==> src/include/redmule_cfg.svh <==
`ifndef REDMULE_CFG_SVH
`define REDMULE_CFG_SVH

// Element and tile geometry
`define REDMULE_ELEM_W 16
`define REDMULE_ROW_LEN 4

// One memory word carries one full row
`define REDMULE_WORD_W (`REDMULE_ELEM_W * `REDMULE_ROW_LEN)

// Word addresses and row counts
`define REDMULE_ADDR_W 16
`define REDMULE_MSIZE_W 8

// Peripheral side
`define REDMULE_CFG_DATA_W 32
`define REDMULE_NUM_REGS 7

`endif
==> src/hdl/redmule_pkg.sv <==
`include "redmule_cfg.svh"

package redmule_pkg;

  typedef logic signed [`REDMULE_ELEM_W-1:0] elem_t;

  // Element n sits at bits 16n upward
  typedef elem_t [`REDMULE_ROW_LEN-1:0] row_t;

  // Entry k is row k of W
  typedef row_t [`REDMULE_ROW_LEN-1:0] tile_t;

  typedef logic [`REDMULE_ADDR_W-1:0] addr_t;
  typedef logic [`REDMULE_MSIZE_W-1:0] msize_t;

  typedef enum logic [1:0] {
    IDLE,
    LOAD_W,
    RUN,
    DONE
  } job_state_e;

  typedef enum logic [$clog2(`REDMULE_NUM_REGS)-1:0] {
    REG_X_ADDR  = 0,
    REG_W_ADDR  = 1,
    REG_Y_ADDR  = 2,
    REG_Z_ADDR  = 3,
    REG_M_SIZE  = 4,
    REG_TRIGGER = 5,
    REG_STATUS  = 6
  } reg_offset_e;

  // Highest priority first
  typedef enum logic [1:0] {
    OWN_Z,
    OWN_W,
    OWN_XY
  } mem_owner_e;

endpackage

==> src/hdl/redmule_z_writer.sv <==
`timescale 1ns/100ps

module redmule_z_writer
  import redmule_pkg::*;
(
  input  logic    clk_i,
  input  logic    reset_i,
  input  addr_t   z_base_i,
  input  msize_t  m_size_i,
  input  logic    start_i,
  input  row_t    z_row_i,
  input  logic    valid_i,
  output logic    ready_o,
  output logic    req_o,
  output addr_t   addr_o,
  output row_t    wdata_o,
  input  logic    gnt_i,
  output logic    done_o
);

  msize_t  row_cnt_q, next_row;
  logic    full_q;
  logic    write_done;
  row_t    hold_q;

  assign next_row   = row_cnt_q + 1'b1;
  assign write_done = full_q && gnt_i;

  always_ff @(posedge clk_i) begin
    if (reset_i) begin
      full_q    <= 1'b0;
      row_cnt_q <= '0;
    end else begin
      if (start_i) begin
        row_cnt_q <= '0;
      end else if (write_done) begin
        row_cnt_q <= next_row;
      end
      // Holding register empties on grant and refills from the engine
      if (write_done) begin
        full_q <= 1'b0;
      end else if (valid_i && !full_q) begin
        full_q <= 1'b1;
      end
    end
  end

  always_ff @(posedge clk_i) begin
    if (valid_i && !full_q) begin
      hold_q <= z_row_i;
    end
  end

  assign ready_o = !full_q;
  assign req_o   = full_q;
  assign addr_o  = z_base_i + addr_t'(row_cnt_q);
  assign wdata_o = hold_q;
  // Grant of the last row ends the job
  assign done_o  = write_done && (next_row == m_size_i);

endmodule : redmule_z_writer

==> config.mk <==
export PLATFORM = sky130hd
export DESIGN_NAME = redmule_z_writer
export DESIGN_NICKNAME = d
export VERILOG_FILES = /design/src/hdl/redmule_pkg.sv /design/src/hdl/redmule_z_writer.sv
export VERILOG_INCLUDE_DIRS = /design/src /design/src/include
export SDC_FILE = /design/constraint.sdc
export NUM_CORES = 1
export LEC_CHECK = 0
export BUFFER_PORTS_ARGS = -buffer_cell sky130_fd_sc_hd__buf_4
export CAP_MARGIN = 40
export CORE_UTILIZATION = 40
export CTS_CLUSTER_SIZE = 8
export DETAILED_ROUTE_END_ITERATION = 7
export GPL_ROUTABILITY_DRIVEN = 0
export PLACE_DENSITY = 0.73
export SLEW_MARGIN = 20
export SYNTH_ARGS = -nofsm -noshare
export SYNTH_HDL_FRONTEND = slang
export SYNTH_SLANG_ARGS = --single-unit
==> constraint.sdc <==
create_clock -name clk_i -period 6.12 [get_ports clk_i]
set_input_delay 0.306 -clock clk_i [delete_from_list [all_inputs] [get_ports clk_i]]
set_output_delay 0.306 -clock clk_i [all_outputs]
set_load 0.005 [all_outputs]
# Word-level counts from Yosys, hierarchy flattened
# Cells that the tools add are included.
totals:
  inputBits: 93
  wordCells: 15
  regBits: 73
  out_inout_bits: 83
classes:
  n_addsub: 2
  reduce_logical: 6
  eq_ne: 1
op_table:
  columns: ["op", "n"]
  rows:
  - ["$add 16x8->16", 1]
  - ["$add 8x1->8 const B", 1]
  - ["$eq 8x8->1", 1]
  - ["$reduce_or 2->1", 2]
  - ["$logic_and 1x1->1", 3]
  - ["$logic_not 1->1", 1]

# Logic depth before layout (Yosys ltp)
# Gate-level depths: netlist of run 1.
logic_depth:
  depth_word: 3
  mapped_depth: 6
  mapped_depth_nobuf: 6

# Worst setup path before layout of run 1
# OpenSTA, ideal clock, no wires.
synth_timing:
  path_type: "reg2reg"
  start: "reg full_q (netlist: req_o)"
  end: "reg full_q (netlist: req_o)"
  slack_ns: 2.387
  path_stages_with_launch: 3
  setup_ns: 0.070
  arrival_ns: 3.663
  synth_period_minus_slack_ns: 3.733
  n_path_buf: 0
  t_required_ns: 6.050
  cell_sequence: "dfxtp_1 -> nor2b_1 -> o21ba_2"
synth_between:
  elab_chain_cells: 2
  word_cells_on_any_way: 4
  classes_between: "reduce/logical: 4"
synth_rtl:
  columns: ["item", "line", "source"]
  rows:
  - ["start: declaration", "redmule_z_writer.sv:22", "logic full_q;"]
  - ["start signal: assignment", "redmule_z_writer.sv:31", "full_q <= 1'b0;"]
  - ["start signal: assignment", "redmule_z_writer.sv:41", "full_q <= 1'b0;"]
  - ["start signal: assignment", "redmule_z_writer.sv:43", "full_q <= 1'b1;"]
  - ["$logic_and 1x1->1 or $logic_not 1->1 (tied branches)", "redmule_z_writer.sv:27, redmule_z_writer.sv:42", null]
  - ["$reduce_or 2->1 (no line) or $logic_and 1x1->1 (tied branches)", null, null]
# Parallel ways exist; a longest one is shown, timed or not.
# A chain may end at the register's enable or synchronous reset.

# Final worst setup path of run 1
layout_timing:
  start: "reg row_cnt_q[0]"
  end: "out addr_o[12]"
layout_between:
  elab_chain_cells: 1
layout_rtl:
  columns: ["item", "line", "source"]
  rows:
  - ["start: declaration", "redmule_z_writer.sv:21", "msize_t row_cnt_q, next_row;"]
  - ["start signal: assignment", "redmule_z_writer.sv:37", "row_cnt_q <= next_row;"]
  - ["$add 16x8->16", "redmule_z_writer.sv:56", "assign addr_o = z_base_i + addr_t'(row_cnt_q);"]
  - ["end: declaration", "redmule_z_writer.sv:15", "output addr_t addr_o,"]
# No other way between the ends.

==> results_dict.tcl, run 1 <==
set metrics [dict create \
    synth-xor-area-share_pct 7.799 \
    yosys-mux-area-fraction_pct 0.3183 \
    r2r_cells 2 \
    grt_pass1_vias 2296 \
    grt_antenna_before_repair 0 \
    ir_drop_uv 136.7 \
    cts_buffer_depth 2 \
    setup_tns_ps 0 \
    synth_top_family_by_area "simple AND/OR/NAND/NOR gates" \
    portBuffers 175 \
    place_hpwl_um 6039 \
    start_util_pct 42.44 \
    yosysTopAreaCellShare_pct 61.12 \
    route.detailed.drc 0 \
    cp_max_fo 8 \
    period_needed_ps 2778 \
    cp-start-kind "flip-flop" \
    whs_path_depth 1 \
    synth_compound_area_share_pct 7.799 \
    post-cts-setup-buffer-count 0 \
    cts_hold_buffers 0 \
    drtIter0Drc 49 \
    finalHoldViolCount 0 \
    routedWlPerCell_um 14.94 \
    yosys_warnings 0 \
    rsz0062_at_grt "false" \
    coreArea_mm2 0.007408 \
    clk_latency_ps 340 \
    yosysTopAreaCell "edfxtp_1" \
    cts.sinks 73 \
    ys_seq_area_share_pct 66.85 \
    critPathRequiredTime_ps 5810 \
    worstMarginPinSlew_ps 626.5 \
    power.switching_uw 237.2 \
    clk_pin_slew_ps 80 \
    layout_commonest_cell "buf_4" \
    mostFrequentLayoutCells "176 x buf_4, 64 x edfxtp_1, 22 x xnor2_1" \
    combPwrFrac_pct 13.1 \
    synth_simple_gate_area_share_pct 10.31 \
    syn-cell-area_mm2 0.003144 \
    h-tree-depth 3 \
    p_seq_share_pct 55.8 \
    grt_max_degree 54 \
    grtUsageTotal_pct 19.17 \
    p_int_uw 805.6 \
    powerDensity_mw_per_mm2 221.3 \
    power_leakage_uw 0.001963 \
    finish.utilization_pct 63.60 \
    crit_arrival_ps 2470 \
    slew_headroom_pct 58.23 \
    overflow 0 \
    num-fill-cells 583 \
    min_period_over_period_pct 45.39 \
    syn-mean-instance-area_um2 14.10 \
    swShare_pct 22.74 \
    die_w_um 90.66 \
    endpoint_kind "output pin" \
    postRouteAntennaNets 0 \
    vias 2460 \
    antenna_cells 0 \
    drv_cap 0 \
    rows 31 \
    pwr-share-clk_pct 31.1 \
    grt_pass1_wl_um 11800 \
    hold_path.class "primary input to flip-flop" \
    final_layout_size_suffix_gt1_share_pct 49.39 \
    die_area_mm2 0.008219 \
    die_h_um 90.66 \
    drt_first_pass_iters 4 \
    synth-adder-area-share_pct 4.218 \
    synth_nets 326 \
    fmax_mhz 360.0 \
    avgViaCountPerCell 4.862 \
    finClkSkew_ps 8.977 \
    cts-resized-gates 0 \
    cts_tree "done" \
    ys_types 46 \
    finalNetCount 505 \
    slew_violations 0 \
    syn_inst 223 \
    cts_buffers 9 \
    synth-seq-cells 73 \
    setup_violations 0 \
    syn_to_final_growth_pct 49.86 \
    root_buffer "clkbuf_8" \
    status "finished, final reports clean" \
    synth.area.top_cells "edfxtp_1 61%, xnor2_1 6.1%, dfxtp_1 5.7%" \
    wirelength_um 7559 \
    io_pins 176 \
    criticalPathCategory "flip-flop to output pin" \
]
power by group through the flow:
| stage | sequential [uW] | clock (uW) | combinational (uW) |
|---|---|---|---|
| after floorplan | 598 | 0 | 30.5 |
| after global placement | 593 | 0 | 136 |
| after detailed placement | 594 | 0 | 139 |
| after CTS | 582 | 337 | 139 |
| after global routing | 585 | 357 | 148 |
| final | 582 | 324 | 137 |
stage by stage:
step / setup slack (ps) / instance area [um^2] / std cells / power (uW) / hold WS, ps
floorplan: 2387 / 3144 / 223 / 628.9 / 404.9
global placement: 3750 / 4542 / 490 / 729.0 / 484.3
detailed placement: 3695 / 4542 / 490 / 732.3 / 485.2
CTS: 3326 / 4712 / 506 / 1058 / 116.2
global route: 3205 / 4712 / 506 / 1089 / 103.0
finish: 3342 / 4712 / 506 / 1043 / 135.1
final cells by class:
cell class	instances	area, um^2	share of cell area (%)
clock inverters	6	42.54	0.9028
repair buffers	176	1321	28.04
well taps	99	123.9	2.629
inverters	8	30.03	0.6373
flip-flops and latches	73	2102	44.61
clock buffers	10	127.6	2.708
multi-input cells	134	964.7	20.47
kinds of logic (layout without fill, tap and decap cells):
kind of cell | after synthesis | after routing
flip-flops | 73 | 73
AO/OA/AOI/OAI | 33 | 33
adder cells (fa/ha/maj) | 10 | 10
multiplexers | 1 | 1
XOR/XNOR | 28 | 28
buffers and inverters | 16 | 200
AND/OR/NAND/NOR | 62 | 62
registers in the layout, indices dropped and copies added, names as in the netlist:
| name | flops |
|---|---|
| wdata_o | 64 |
| row_cnt_q | 8 |
| req_o | 1 |
cells in the mapped netlist, drive strengths merged:
master	number
and3	2
a31oi	1
xnor2	22
o221ai	1
o41ai	1
dfxtp	9
o21bai	2
nand3b	1
a2111oi	1
fa	1
edfxtp	64
nor2b	1
inv	8
o21ba	1
nor4	1
a311oi	2
nand3	11
xor2	6
and2	4
nand2	12
or2	1
a21o	1
buf	7
a211oi	3
mux2i	1
nand4	5
o211ai	1
a21oi	11
clkbuf	1
or3	2
nor2	13
o22ai	1
nand2b	1
a221oi	2
nor3	4
o21ai	5
nand4b	1
nor3b	1
and4	2
ha	9
worst max-delay path: stages, from the launching register on:
cell      delay, ps
dfxtp_1         400
ha_1            250
fa_1            430
a211oi_1        350
o211ai_1        250
nand3b_1        190
xnor2_1         130
buf_4           130
per-layer routing:
layer | GRT usage [%] | wire length [um] | vias up
met5 | 0 | 0 | -
met4 | 7.258 | 145 | 0
met2 | 33.78 | 4000 | 115
li1 | - | - | 1188
met1 | 20.88 | 2837 | 1146
met3 | 7.071 | 576 | 11
worst paths after layout:
path,endpoint,slack [ps],startpoint
worst max-delay path,addr_o[12],3340,row_cnt_q[0]$_SDFFE_PP0P_
worst min-delay path,wdata_o[40]$_DFFE_PP_,140,z_row_i[40]
worst min register to register,row_cnt_q[7]$_SDFFE_PP0P_,570,row_cnt_q[7]$_SDFFE_PP0P_
worst max register to register,wdata_o[43]$_DFFE_PP_,4440,req_o$_SDFFE_PP0P_
No activity file was read; power rests on OpenSTA's default activity.
==> inputs of run 2 (changes only) <==
--- a/config.mk
+++ b/config.mk
@@ -12,7 +12,7 @@
 export CTS_CLUSTER_SIZE = 8
 export DETAILED_ROUTE_END_ITERATION = 7
 export GPL_ROUTABILITY_DRIVEN = 0
-export PLACE_DENSITY = 0.73
+export PLACE_DENSITY = 0.76
 export SLEW_MARGIN = 20
 export SYNTH_ARGS = -nofsm -noshare
 export SYNTH_HDL_FRONTEND = slang
==> constraint.sdc (replaced) <==
create_clock -name clk_i -period 2.3 [get_ports clk_i]
set_input_delay 0.115 -clock clk_i [delete_from_list [all_inputs] [get_ports clk_i]]
set_output_delay 0.115 -clock clk_i [all_outputs]
set_load 0.005 [all_outputs]
==> results_dict.tcl, run 2 (synthesized netlist as in run 1, its figures left out) <==
set metrics [dict create \
    clk_latency_ps 340 \
    avgViaCountPerCell 4.816 \
    routedWlPerCell_um 16.28 \
    wirelength_um 9294 \
    crit_arrival_ps 2100 \
    dp.cells 491 \
    cp_max_fo 4 \
    finClkSkew_ps 7.782 \
    rows 31 \
    setup_tns_ps 0 \
    p_seq_share_pct 51.3 \
    fmax_mhz 452.3 \
    io_pins 176 \
    worstHoldStart "reset_i" \
    num-fill-cells 494 \
    vias 2750 \
    whs_path_depth 2 \
    finalNetCount 570 \
    place_hpwl_um 5990 \
    worst-r2r-setup-slack_ps 920 \
    final_cells 571 \
    crit_family "adder cells" \
    rr_endpoint "wdata_o[56]$_DFFE_PP_" \
    grt_antenna_before_repair 0 \
    worstMarginPinSlew_ps 387.0 \
    endpoint_kind "output pin" \
    grt_pass1_wl_um 14200 \
    die_area_mm2 0.008219 \
    crit_buf_inv 1 \
    slew_headroom_pct 74.05 \
    overflow 0 \
    clk_pin_slew_ps 80 \
    setup_violations 0 \
    finish.utilization_pct 73.59 \
    power_leakage_uw 0.002253 \
    period_needed_ps 2211 \
    die_w_um 90.66 \
    final_layout_size_suffix_gt1_share_pct 44.92 \
    swShare_pct 22.91 \
    cp_slowest_cell "fa_2" \
    power.switching_uw 693.9 \
    combPwrFrac_pct 15.6 \
    hold_path.class "primary input to flip-flop" \
    die_h_um 90.66 \
    route.detailed.drc 0 \
    mostFrequentLayoutCells "176 x buf_4, 64 x dlygate4sd3_1, 64 x edfxtp_1" \
    drt_first_pass_iters 4 \
    r2r_start "req_o$_SDFFE_PP0P_" \
    powerDensity_mw_per_mm2 555.5 \
    critPathRequiredTime_ps 2180 \
    portBuffers 175 \
    finalHoldViolCount 0 \
    root_buffer "clkbuf_8" \
    drtIter0Drc 83 \
    slew_violations 0 \
    min_to "req_o$_SDFFE_PP0P_" \
    layout_commonest_cell "buf_4" \
    start_util_pct 42.44 \
    ir_drop_uv 380.7 \
    grt_max_degree 55 \
    h-tree-depth 3 \
    cts.sinks 73 \
    status "finished, final reports clean" \
    syn_to_final_growth_pct 73.38 \
    cts_tree "done" \
    criticalPathCategory "flip-flop to output pin" \
    rsz0062_at_grt "false" \
    min_period_over_period_pct 96.12 \
    cts_buffers 9 \
    cp-start-kind "flip-flop" \
    antenna_cells 0 \
    p_int_uw 2334 \
    postRouteAntennaNets 0 \
    cp_cell_sequence "ha_1, fa_2, a211oi_2, o211ai_1, nand4_1, xnor2_1, buf_4" \
    grtUsageTotal_pct 22.78 \
    grt_pass1_vias 2699 \
    drv_cap 0 \
    pwr-share-clk_pct 33.1 \
    cts_buffer_depth 2 \
    coreArea_mm2 0.007408 \
    slowest_delay_ps 380 \
    r2r_cells 2 \
    largest_reg_flops 64 \
]
## run 2: stage by stage
step | hold slack [ps] | total power [uW] | setup WS [ps] | instance area (um^2)
final | 45.12 | 3028 | 89.26 | 5451
after global routing | 37.78 | 3140 | 0.8669 | 5451
after CTS | 23.16 | 3035 | 8.615 | 5410
after detailed placement | 294.2 | 1950 | 296.5 | 4562
after global placement | 292.9 | 1941 | 310.4 | 4562
after floorplan | 213.9 | 1670 | 455.0 | 3152
## run 2: what timing repair did
item / in CTS / in global routing
setup buffers: 0 / 0
gates resized for setup: 3 / 10
pin swaps: 1 / 2
endpoints found under the setup margin: 7 / 11
hold buffers: 64 / 0
gates cloned: 0 / 0
endpoints found under the hold margin: 64 / 0
## run 2: area by class of cell
type | instances | area (um^2) | share of cell area (%)
clock buffers | 9 | 123.9 | 2.272
multi-input cells | 134 | 1007 | 18.48
flip-flops and latches | 73 | 2108 | 38.67
repair buffers | 241 | 1982 | 36.36
inverters | 8 | 30.03 | 0.5508
clock inverters | 7 | 76.32 | 1.400
well taps | 99 | 123.9 | 2.272
## run 2: power groups by stage
| stage | combinational [uW] | clock (uW) | sequential [uW] |
|---|---|---|---|
| 4_1_cts | 464 | 1020 | 1550 |
| 5_1_grt | 504 | 1080 | 1560 |
| 6_report | 472 | 1000 | 1550 |
| 3_3_place_gp | 366 | 0 | 1570 |
| 2_1_floorplan | 82.5 | 0 | 1590 |
| 3_5_place_dp | 372 | 0 | 1580 |
## run 2: layer usage
layer,up-vias,part of all wire (%),global-route usage (%)
met2,124,54,42.55
met3,9,6.9,6.145
met4,0,1.0,5.511
met1,1299,38,25.46
met5,-,0,0
li1,1318,-,-
## run 2: worst max-delay path by stage
stage | startpoint | endpoint | slack, ps | depth (start not counted)
final | row_cnt_q[0]$_SDFFE_PP0P_ | addr_o[14] | 90 | 7
after global routing | row_cnt_q[1]$_SDFFE_PP0P_ | addr_o[7] | 0.9 | 6
after CTS | row_cnt_q[0]$_SDFFE_PP0P_ | addr_o[14] | 9 | 7
after global placement | row_cnt_q[0]$_SDFFE_PP0P_ | addr_o[14] | 310 | 7
after detailed placement | row_cnt_q[0]$_SDFFE_PP0P_ | addr_o[14] | 300 | 7
after floorplan | row_cnt_q[0]$_SDFFE_PP0P_ | addr_o[10] | 460 | 6
