**src/include/redmule_cfg.svh**
```systemverilog
`ifndef REDMULE_CFG_SVH
`define REDMULE_CFG_SVH

// Element and tile geometry
`define REDMULE_ELEM_W 16
`define REDMULE_ROW_LEN 4

// One memory word carries one full row
`define REDMULE_WORD_W (`REDMULE_ELEM_W * `REDMULE_ROW_LEN)

// Word addresses and row counts
`define REDMULE_ADDR_W 16
`define REDMULE_MSIZE_W 8

// Peripheral side
`define REDMULE_CFG_DATA_W 32
`define REDMULE_NUM_REGS 7

`endif
```
**src/hdl/redmule_pkg.sv**
```systemverilog
`include "redmule_cfg.svh"

package redmule_pkg;

  typedef logic signed [`REDMULE_ELEM_W-1:0] elem_t;

  // Element n sits at bits 16n upward
  typedef elem_t [`REDMULE_ROW_LEN-1:0] row_t;

  // Entry k is row k of W
  typedef row_t [`REDMULE_ROW_LEN-1:0] tile_t;

  typedef logic [`REDMULE_ADDR_W-1:0] addr_t;
  typedef logic [`REDMULE_MSIZE_W-1:0] msize_t;

  typedef enum logic [1:0] {
    IDLE,
    LOAD_W,
    RUN,
    DONE
  } job_state_e;

  typedef enum logic [$clog2(`REDMULE_NUM_REGS)-1:0] {
    REG_X_ADDR  = 0,
    REG_W_ADDR  = 1,
    REG_Y_ADDR  = 2,
    REG_Z_ADDR  = 3,
    REG_M_SIZE  = 4,
    REG_TRIGGER = 5,
    REG_STATUS  = 6
  } reg_offset_e;

  // Highest priority first
  typedef enum logic [1:0] {
    OWN_Z,
    OWN_W,
    OWN_XY
  } mem_owner_e;

endpackage

```
**src/hdl/redmule_w_loader.sv**
```systemverilog
`timescale 1ns/100ps
`include "redmule_cfg.svh"

module redmule_w_loader
  import redmule_pkg::*;
(
  input  logic   clk_i,
  input  logic   reset_i,
  input  logic   start_i,
  input  addr_t  base_addr_i,
  output logic   req_o,
  output addr_t  addr_o,
  input  logic   gnt_i,
  input  logic   rvalid_i,
  input  row_t   rdata_i,
  output tile_t  w_tile_o,
  output logic   loaded_o
);

  localparam int unsigned CNT_W = $clog2(`REDMULE_ROW_LEN);

  logic [CNT_W-1:0]  rd_cnt_q, rx_cnt_q;
  logic              req_q, loaded_q;
  tile_t             tile_q;

  always_ff @(posedge clk_i) begin
    if (reset_i) begin
      req_q    <= 1'b0;
      rd_cnt_q <= '0;
      rx_cnt_q <= '0;
      loaded_q <= 1'b0;
    end else if (start_i) begin
      req_q    <= 1'b1;
      rd_cnt_q <= '0;
      rx_cnt_q <= '0;
      loaded_q <= 1'b0;
    end else begin
      // Issue side, stop after the last row is granted
      if (req_q && gnt_i) begin
        rd_cnt_q <= rd_cnt_q + 1'b1;
        if (rd_cnt_q == CNT_W'(`REDMULE_ROW_LEN - 1)) begin
          req_q <= 1'b0;
        end
      end
      if (rvalid_i) begin
        rx_cnt_q <= rx_cnt_q + 1'b1;
        if (rx_cnt_q == CNT_W'(`REDMULE_ROW_LEN - 1)) begin
          loaded_q <= 1'b1;
        end
      end
    end
  end

  // Rows land in arrival order
  always_ff @(posedge clk_i) begin
    if (rvalid_i) begin
      tile_q[rx_cnt_q] <= rdata_i;
    end
  end

  assign req_o    = req_q;
  assign addr_o   = base_addr_i + addr_t'(rd_cnt_q);
  assign w_tile_o = tile_q;
  assign loaded_o = loaded_q;

endmodule : redmule_w_loader

```
**config.mk**
```make
export PLATFORM = sky130hd
export DESIGN_NAME = redmule_w_loader
export DESIGN_NICKNAME = d
export VERILOG_FILES = /design/src/hdl/redmule_pkg.sv /design/src/hdl/redmule_w_loader.sv
export VERILOG_INCLUDE_DIRS = /design/src /design/src/include
export SDC_FILE = /design/constraint.sdc
export NUM_CORES = 1
export LEC_CHECK = 0
export ABC_AREA = 1
export BUFFER_PORTS_ARGS = -buffer_cell sky130_fd_sc_hd__buf_2
export CAP_MARGIN = 20
export CORE_MARGIN = 3
export CORE_UTILIZATION = 40
export DETAILED_ROUTE_END_ITERATION = 10
export PLACE_DENSITY = 0.66
export SLEW_MARGIN = 20
export SYNTH_ARGS = -nofsm -noshare
export SYNTH_HDL_FRONTEND = slang
export SYNTH_SLANG_ARGS = --single-unit
```
**constraint.sdc**
```tcl
create_clock -name clk_i -period 3.6 [get_ports clk_i]
set_clock_uncertainty 0.1 [all_clocks]
set_input_delay 0.72 -clock clk_i [delete_from_list [all_inputs] [get_ports clk_i]]
set_output_delay 0.72 -clock clk_i [all_outputs]
set_load 0.05 [all_outputs]
```
# After elaboration in Yosys (flattened, before gate mapping)
# Cells that the tools add are included.
[op_classes]
add_sub_neg = 3
order_cmp = 2
n_eq_ne = 2
n_mux = 6
n_reduce_logical = 7
[ops]
columns = ["op", "count"]
rows = [
  ["$bwmux W256", 1],
  ["$demux W64 S2", 1],
  ["$mux W64", 1],
  ["$add A16 B2 Y16", 1],
  ["$add A2 B1 Y2 const B", 2],
  ["$eq A2 B2 Y1 const B", 2],
  ["$reduce_and A2 Y1", 2],
  ["$reduce_bool A2 Y1", 2],
  ["$lt A2 B3 Y1 const B", 1],
  ["$mux W1", 3],
  ["$ge A2 B1 Y1 const B", 1],
  ["$logic_and A1 B1 Y1", 2],
  ["$reduce_or A2 Y1", 1],
]
[totals]
register_bits = 262
input_bits = 85
output_inout_bits = 274
word_cells = 40

# Longest topological paths before layout
# Gate-level depths: netlist of run 1.
[depth]
ltp_word = 5
ltp_mapped = 9
depth_no_buf = 9

# Worst setup path before layout of run 1
# No wires, ideal clock.
[synth_timing]
kind = "input to output"
from = "input port base_addr_i[0]"
to = "output port addr_o[6]"
t_arrival_ps = 2435
required_ps = 2780
setup_slack_ps = 345
stages = 7
n_path_buf = 0
path_cell_list = "ha_1 > inv_1 > fa_1 > inv_1 > nand3_2 > nor2_4 > xor2_1"
[synth_via]
elab_chain_len = 1
[synth_lines]
columns = ["item", "line_no", "rtl"]
rows = [
  ["start: declaration", "redmule_w_loader.sv:10", "input addr_t base_addr_i,"],
  ["$add A16 B2 Y16", "redmule_w_loader.sv:62", "assign addr_o = base_addr_i + addr_t'(rd_cnt_q);"],
  ["end: declaration", "redmule_w_loader.sv:12", "output addr_t addr_o,"],
]
# Every way passes these cells.

# Worst setup path in the final report of run 1
[layout_timing]
from = "register rd_cnt_q[0]"
to = "output port addr_o[14]"
[layout_via]
elab_chain_len = 1
[layout_lines]
columns = ["item", "line_no", "rtl"]
rows = [
  ["start: declaration", "redmule_w_loader.sv:22", "logic [CNT_W-1:0] rd_cnt_q, rx_cnt_q;"],
  ["start signal: assignment", "redmule_w_loader.sv:40", "rd_cnt_q <= rd_cnt_q + 1'b1;"],
  ["$add A16 B2 Y16", "redmule_w_loader.sv:62", ""],
]
# Every way passes these cells.

==> out/summary.txt, run 1 <==
Status - finished clean
Later-pin clock latency in the skew report - 0.50 ns
Die Ht - 151 µm
EDFF count, synth - 256
Area of the mapped netlist - 8430 µm²
Synth Net Count - 469
Post-CTS Setup Bufs - 0
DR vias - 4,789
First-pass GRT wire length - 28,200 µm
Post-synth ARST share - 0%
Drt pass-1 iters - 4
GR Util All Layers - 16.6%
Number of port buffers - 358
Sequential Area - 7810 µm²
Internal Pwr Total - 5.01 mW
Mean number of vias per cell - 4.57
Largest net degree at the start of global routing - 45
Hold crit path type - in -> reg
Slew at the pin closest to its max-slew limit - 0.670 ns
YS warnings - 0
Fin. max-slew vios - 0
Post-Route WL - 20,500 µm
Fin. Hold Viols - 0
Dpl ws - 0.482 ns
Pwr per Cell Area - 566 nW/µm²
Rel. slew slack - 55.3%
Power share of the combinational group - 8.5%
Vias in the first global route - 4,641
CTS max path bufs - 3
Post-DRT Antenna Nets - 0
RSZ-0062 raised after global routing - no
Switching Share - 22.4%
Clock transition at path regs - 0.06 ns
Core area - 20,500 µm²
Starting Density - 41.1%
Switch Pwr - 1.45 mW
Initial antenna violation count - 3
Area Growth Syn to Fin - 35.4%
Setup TNS - 0 ns
Per-cell routed wire length - 19.5 µm
Min Tclk post-route - 3.22 ns
Ratio of cells with drive above 1 in the final layout - 51.9%
Num rows - 52
HPWL after DPL - 14,800 µm
# resized after CTS - 0
Setup violators final - 0
Area occupied by multi-input gates - 538 µm²
Fin nets - 859
Max cap viols - 0
Synth area leaders - edfxtp_1 91%, nand2_1 1.7%, dfxtp_1 1.4%
Filler instances - 1,633
H-tree levels - 1
Horiz. Die Dim - 151 µm
Final period utilization - 89.3%
Primary FF master, synth - edfxtp_1
Top-area cell type share of the netlist area - 91.2%
CTS tree - built
Critical Path RT - 2.78 ns
Syn Area/Cell - 22.4 µm²
Peak supply drop - 221 µV
# hold bufs at CTS - 0
Synth Instances - 376
CP max stage delay - 0.40 ns
Leak pwr - 4.59 nW
Netlist cell types - 19
Clock root buffer - clkbuf_16
Arrival @ worst endpoint - 2.40 ns
Num CTS Buffers - 25
Clk sinks - 262
Critical path class - reg -> out
Most common cell on crit path - inv_1
CP Cell Sequence - ha_1 > inv_1 > fa_1 > inv_1 > nand3_2 > nor2_4 > nand4_1 > nand2_1 > buf_2
Fin cells - 1,049
GP Congestion - 0.754
Register area share after synthesis - 92.6%
Setup ws final - 0.384 ns
Initial detailed-routing violation count - 206
Clock Power Share - 38.0%
Synth area leader - edfxtp_1
CP Max Fanout - 9
Placed Cells incl. Taps - 1,009
Setup crit end kind - output port
DRC viols - 0
# IOs - 359
Fmax - 311 MHz
Die area - 22,800 µm²
Grt ovf - 0
Post-synthesis register bit count - 262
Crit path launch type - register
Slowest stage cell, crit path - fa_1
Most frequent cells after synthesis - 256 x edfxtp_1, 38 x nand2_1, 22 x inv_1
Most frequent cell after synthesis - edfxtp_1
Sequential share of power - 53.5%
power groups by stage:
stage / Clock (mW) / Sequential [mW] / Combinational, mW
4_1_cts: 2.52 / 3.46 / 0.553
3_3_place_gp: 0 / 3.52 / 0.547
3_5_place_dp: 0 / 3.52 / 0.551
5_1_grt: 2.64 / 3.46 / 0.573
6_report: 2.46 / 3.46 / 0.546
2_1_floorplan: 0 / 3.78 / 0.0934
per-stage QoR:
stage                     hold slack, ns  utilization, %  power (mW)  area [µm²]
after CTS                          0.270            55.7        6.53       11400
after global placement             0.360            51.9        4.07       10600
after detailed placement           0.371            51.9        4.08       10600
final                              0.291            55.7        6.46       11400
after global routing               0.280            55.7        6.68       11400
after floorplan                    0.390               -        3.88        8430
routing by layer:
layer	part of all wire (%)	wire [µm]	GRT usage, %
met1	34	6910	18.4
met2	54	11100	30.8
met3	9.9	2040	4.94
met4	1.9	388	5.03
met5	0.13	27	0
final timing paths:
check | startpoint | end | slack, ns | cells past startpoint
worst min-delay path | reset_i | req_o$_SDFFE_PP0P_ | 0.29 | 2
worst max-delay path | rd_cnt_q[0]$_SDFFE_PP0P_ | addr_o[14] | 0.38 | 9
worst max register to register | rx_cnt_q[0]$_SDFFE_PP0P_ | w_tile_o[45]$_DFFE_PP_ | 1.65 | 5
worst min register to register | loaded_o$_SDFFE_PP0P_ | loaded_o$_SDFFE_PP0P_ | 0.40 | 2
critical path: cells and delay by family, from the launching register on:
family	cells	cell delay [ns]
buffers and inverters	3	0.39
and+or+nand+nor	4	0.51
DFF	1	0.38
adders and majority gates	2	0.61
registers in the layout, indices dropped and copies added, names as in the netlist:
name and count:
rx_cnt_q 2, w_tile_o 256, loaded_o 1, rd_cnt_q 2, req_o 1
cells in the final DEF (no fill, tap or decap), types with 3 or more instances in the layout:
cell type / synthesis / routed
nand2_1: 38 / 38
inv_1: 22 / 18
nand3_1: 4 / 4
dfxtp_1: 6 / 6
buf_12: 0 / 4
xnor2_1: 4 / 4
xor2_1: 3 / 3
nand2_4: 3 / 3
bufinv_16: 0 / 3
clkbuf_16: 0 / 25
clkinv_1: 0 / 5
buf_2: 0 / 358
nor2_1: 12 / 12
edfxtp_1: 256 / 256
inv_2: 0 / 4
nand4_1: 4 / 4
a21oi_1: 4 / 4
clkbuf_1: 0 / 4
o21ai_0: 4 / 4
ha_1: 7 / 7
layout make-up:
cell class              instances  share of cell area (%)
flip-flops and latches        262                    68.4
multi-input cells              92                    4.71
clock buffers                  29                    5.61
clock inverters                10                    1.07
diodes                          1                  0.0219
well taps                     270                    2.96
repair buffers                363                    16.5
inverters                      22                   0.724
cells by family (layout without fill, tap and decap cells):
family / count (synthesis) / count (layout) / share of synthesized area (%)
flops: 262 / 262 / 92.6
simple gates: 67 / 67 / 3.79
buf+inv: 22 / 424 / 0.980
compound gates: 10 / 10 / 0.594
fa+ha+maj: 8 / 8 / 1.28
xor+xnor: 7 / 7 / 0.727
other cells: 0 / 1 / 0
Note: power is estimated with default switching activity, not from simulation.
==> run 2: changes to the inputs <==
--- a/config.mk
+++ b/config.mk
@@ -9,7 +9,6 @@
 export ABC_AREA = 1
 export BUFFER_PORTS_ARGS = -buffer_cell sky130_fd_sc_hd__buf_2
 export CAP_MARGIN = 20
-export CORE_MARGIN = 3
 export CORE_UTILIZATION = 40
 export DETAILED_ROUTE_END_ITERATION = 10
 export PLACE_DENSITY = 0.66
==> run 2 against run 1 <==
Non-clock buffer count unchanged. Worst hold slack got worse by 0.0032 ns. Power down 0.95%. Critical path type unchanged. Core utilization is essentially flat. Highest routed layer unchanged. Die area fell by 5.2%. Largest power group unchanged.
==> out/summary.txt, run 2 (synthesized netlist as in run 1, its figures left out) <==
Status - finished clean
Clock root buffer - clkbuf_16
# IOs - 359 (unchanged)
Starting Density - 41.3% (+0.13 points)
Switching Share - 22.8% (+0.38 points)
Number of port buffers - 358 (unchanged)
Slew at the pin closest to its max-slew limit - 0.719 ns (+0.0496 ns)
Fin nets - 859 (unchanged)
Clk sinks - 262 (unchanged)
Internal Pwr Total - 4.94 mW (-1.4%)
Fin. max-slew vios - 0 (unchanged)
Worst hold path depth - 2 (unchanged)
Post-Route WL - 20,100 µm (-2.1%)
Fin. Hold Viols - 0 (unchanged)
Hold_sp - reset_i
Switch Pwr - 1.46 mW (+0.71%)
Hold-critical path endpoint - req_o$_SDFFE_PP0P_
Mean number of vias per cell - 4.65 (+1.9%)
CTS tree - built
DR vias - 4,877 (+1.8%)
Worst r2r dst - w_tile_o[19]$_DFFE_PP_
Power Total - 6.40 mW (-0.95%)
Worst setup path start - rd_cnt_q[0]$_SDFFE_PP0P_
Post-CTS Setup Bufs - 0 (unchanged)
Min Tclk post-route - 3.21 ns (-0.00660 ns)
First-pass GRT wire length - 29,000 µm (+3.0%)
R2r setup slk - 1.62 ns (-0.03 ns)
Horiz. Die Dim - 147 µm (-2.6%)
Commonest cells after routing, fill and taps aside - 358 x buf_2, 256 x edfxtp_1, 38 x nand2_1, 25 x clkbuf_16, 18 x inv_1
Ratio of cells with drive above 1 in the final layout - 51.9% (unchanged)
Per-cell routed wire length - 19.2 µm (-2.0%)
Met3 Wirelength - 1560 µm (-23%)
Routed wl met2 - 10,800 µm (-2.6%)
Post-DRT Antenna Nets - 0 (unchanged)
Area Growth Syn to Fin - 34.9%
Rel. slew slack - 52.0% (-3.3 points)
Drt pass-1 iters - 5 (+1)
Num CTS Buffers - 25 (unchanged)
# diodes - 0 (-1)
Die Ht - 147 µm (-2.6%)
Filler instances - 1,615 (-1.1%)
GR Util All Layers - 18.1% (+1.4 points)
Initial detailed-routing violation count - 261 (+27%)
# hold bufs at CTS - 0 (unchanged)
Power share of the combinational group - 8.5% (about the same)
Num rows - 52 (unchanged)
Grt ovf - 0 (unchanged)
Final period utilization - 89.2% (-0.18 points)
Uppermost layer routed - met5
Setup crit end kind - output port
Hold crit path type - in -> reg
Met1 WL - 7220 µm (+4.4%)
Arrival @ worst endpoint - 2.39 ns (about the same)
R2R depth - 5 (unchanged)
DRC viols - 0 (unchanged)
Sequential share of power - 54.1% (+0.6 points)
Critical path class - reg -> out
Vias in the first global route - 4,971 (+7.1%)
Worst R2R Start - rx_cnt_q[0]$_SDFFE_PP0P_
Leak pwr - 4.57 nW (-0.27%)
CP Max Fanout - 9 (unchanged)
Core area - 20,400 µm² (-0.32%)
Most common cell after layout, fill and taps aside - buf_2
Die area - 21,700 µm² (-5.2%)
Max cap viols - 0 (unchanged)
Fmax - 312 MHz (+0.21%)
Clock transition at path regs - 0.06 ns (about the same)
Setup TNS - 0 ns (unchanged)
GP Congestion - 0.924 (+22%)
Pwr per Cell Area - 563 nW/µm² (-0.60%)
Max FFs per register - 256 (unchanged)
Largest net degree at the start of global routing - 48 (+6.7%)
Initial antenna violation count - 2 (-1)
H-tree levels - 1 (unchanged)
Critical Path RT - 2.78 ns (about the same)
Clock Power Share - 37.4% (-0.6 points)
Peak supply drop - 284 µV (+28%)
Crit path launch type - register
Setup violators final - 0 (unchanged)
Later-pin clock latency in the skew report - 0.50 ns (about the same)
HPWL after DPL - 14,400 µm (-2.5%)
RSZ-0062 raised after global routing - no
CTS max path bufs - 3 (unchanged)
# resized after CTS - 0 (unchanged)
## run 2: layer usage
| metal | global-route usage [%] | vias up |
|---|---|---|
| li1 | - | 2192 |
| met1 | 19.9 | 2401 |
| met2 | 33.9 | 241 |
| met3 | 4.29 | 39 |
| met4 | 5.77 | 4 |
| met5 | 0 | - |
## run 2: worst max path at each step
stage / end / slack [ns]
floorplan: addr_o[6] / 0.35
global placement: addr_o[14] / 0.55
detailed placement: addr_o[14] / 0.49
CTS: addr_o[14] / 0.34
global route: addr_o[8] / 0.21
finish: addr_o[14] / 0.39
## run 2: cell type report
type	instances	area (µm²)	share of cell area, %
clock buffer	29	641	5.63
clock inverter	10	97.6	0.858
inverter	22	82.6	0.726
multi-input combinational	92	538	4.73
sequential	262	7810	68.7
tap	270	338	2.97
timing repair buffer	363	1870	16.4
## run 2: critical path, stage by stage (launching register included)
cell and delay [ns]:
dfxtp_1 0.38, ha_1 0.20, inv_1 0.06, fa_1 0.40, inv_1 0.08, nand3_2 0.10, nor2_4 0.22, nand4_1 0.11
nand2_1 0.09, buf_2 0.26
## run 2: stage by stage
| step | worst slack, ns | util, % | instance area [µm²] | instances | hold WS [ns] |
|---|---|---|---|---|---|
| after floorplan | 0.345 | - | 8430 | 376 | 0.390 |
| after global placement | 0.547 | 52.0 | 10600 | 1009 | 0.369 |
| after detailed placement | 0.485 | 52.0 | 10600 | 1009 | 0.379 |
| after CTS | 0.344 | 55.7 | 11400 | 1048 | 0.267 |
| after global routing | 0.209 | 55.7 | 11400 | 1048 | 0.282 |
| final | 0.390 | 55.7 | 11400 | 1048 | 0.288 |
## run 2: power groups by stage
| stage | Combinational [mW] | Clock (mW) | Sequential [mW] |
|---|---|---|---|
| 2_1_floorplan | 0.0934 | 0 | 3.78 |
| 3_3_place_gp | 0.541 | 0 | 3.52 |
| 3_5_place_dp | 0.549 | 0 | 3.52 |
| 4_1_cts | 0.550 | 2.45 | 3.46 |
| 5_1_grt | 0.569 | 2.55 | 3.47 |
| 6_report | 0.545 | 2.40 | 3.46 |
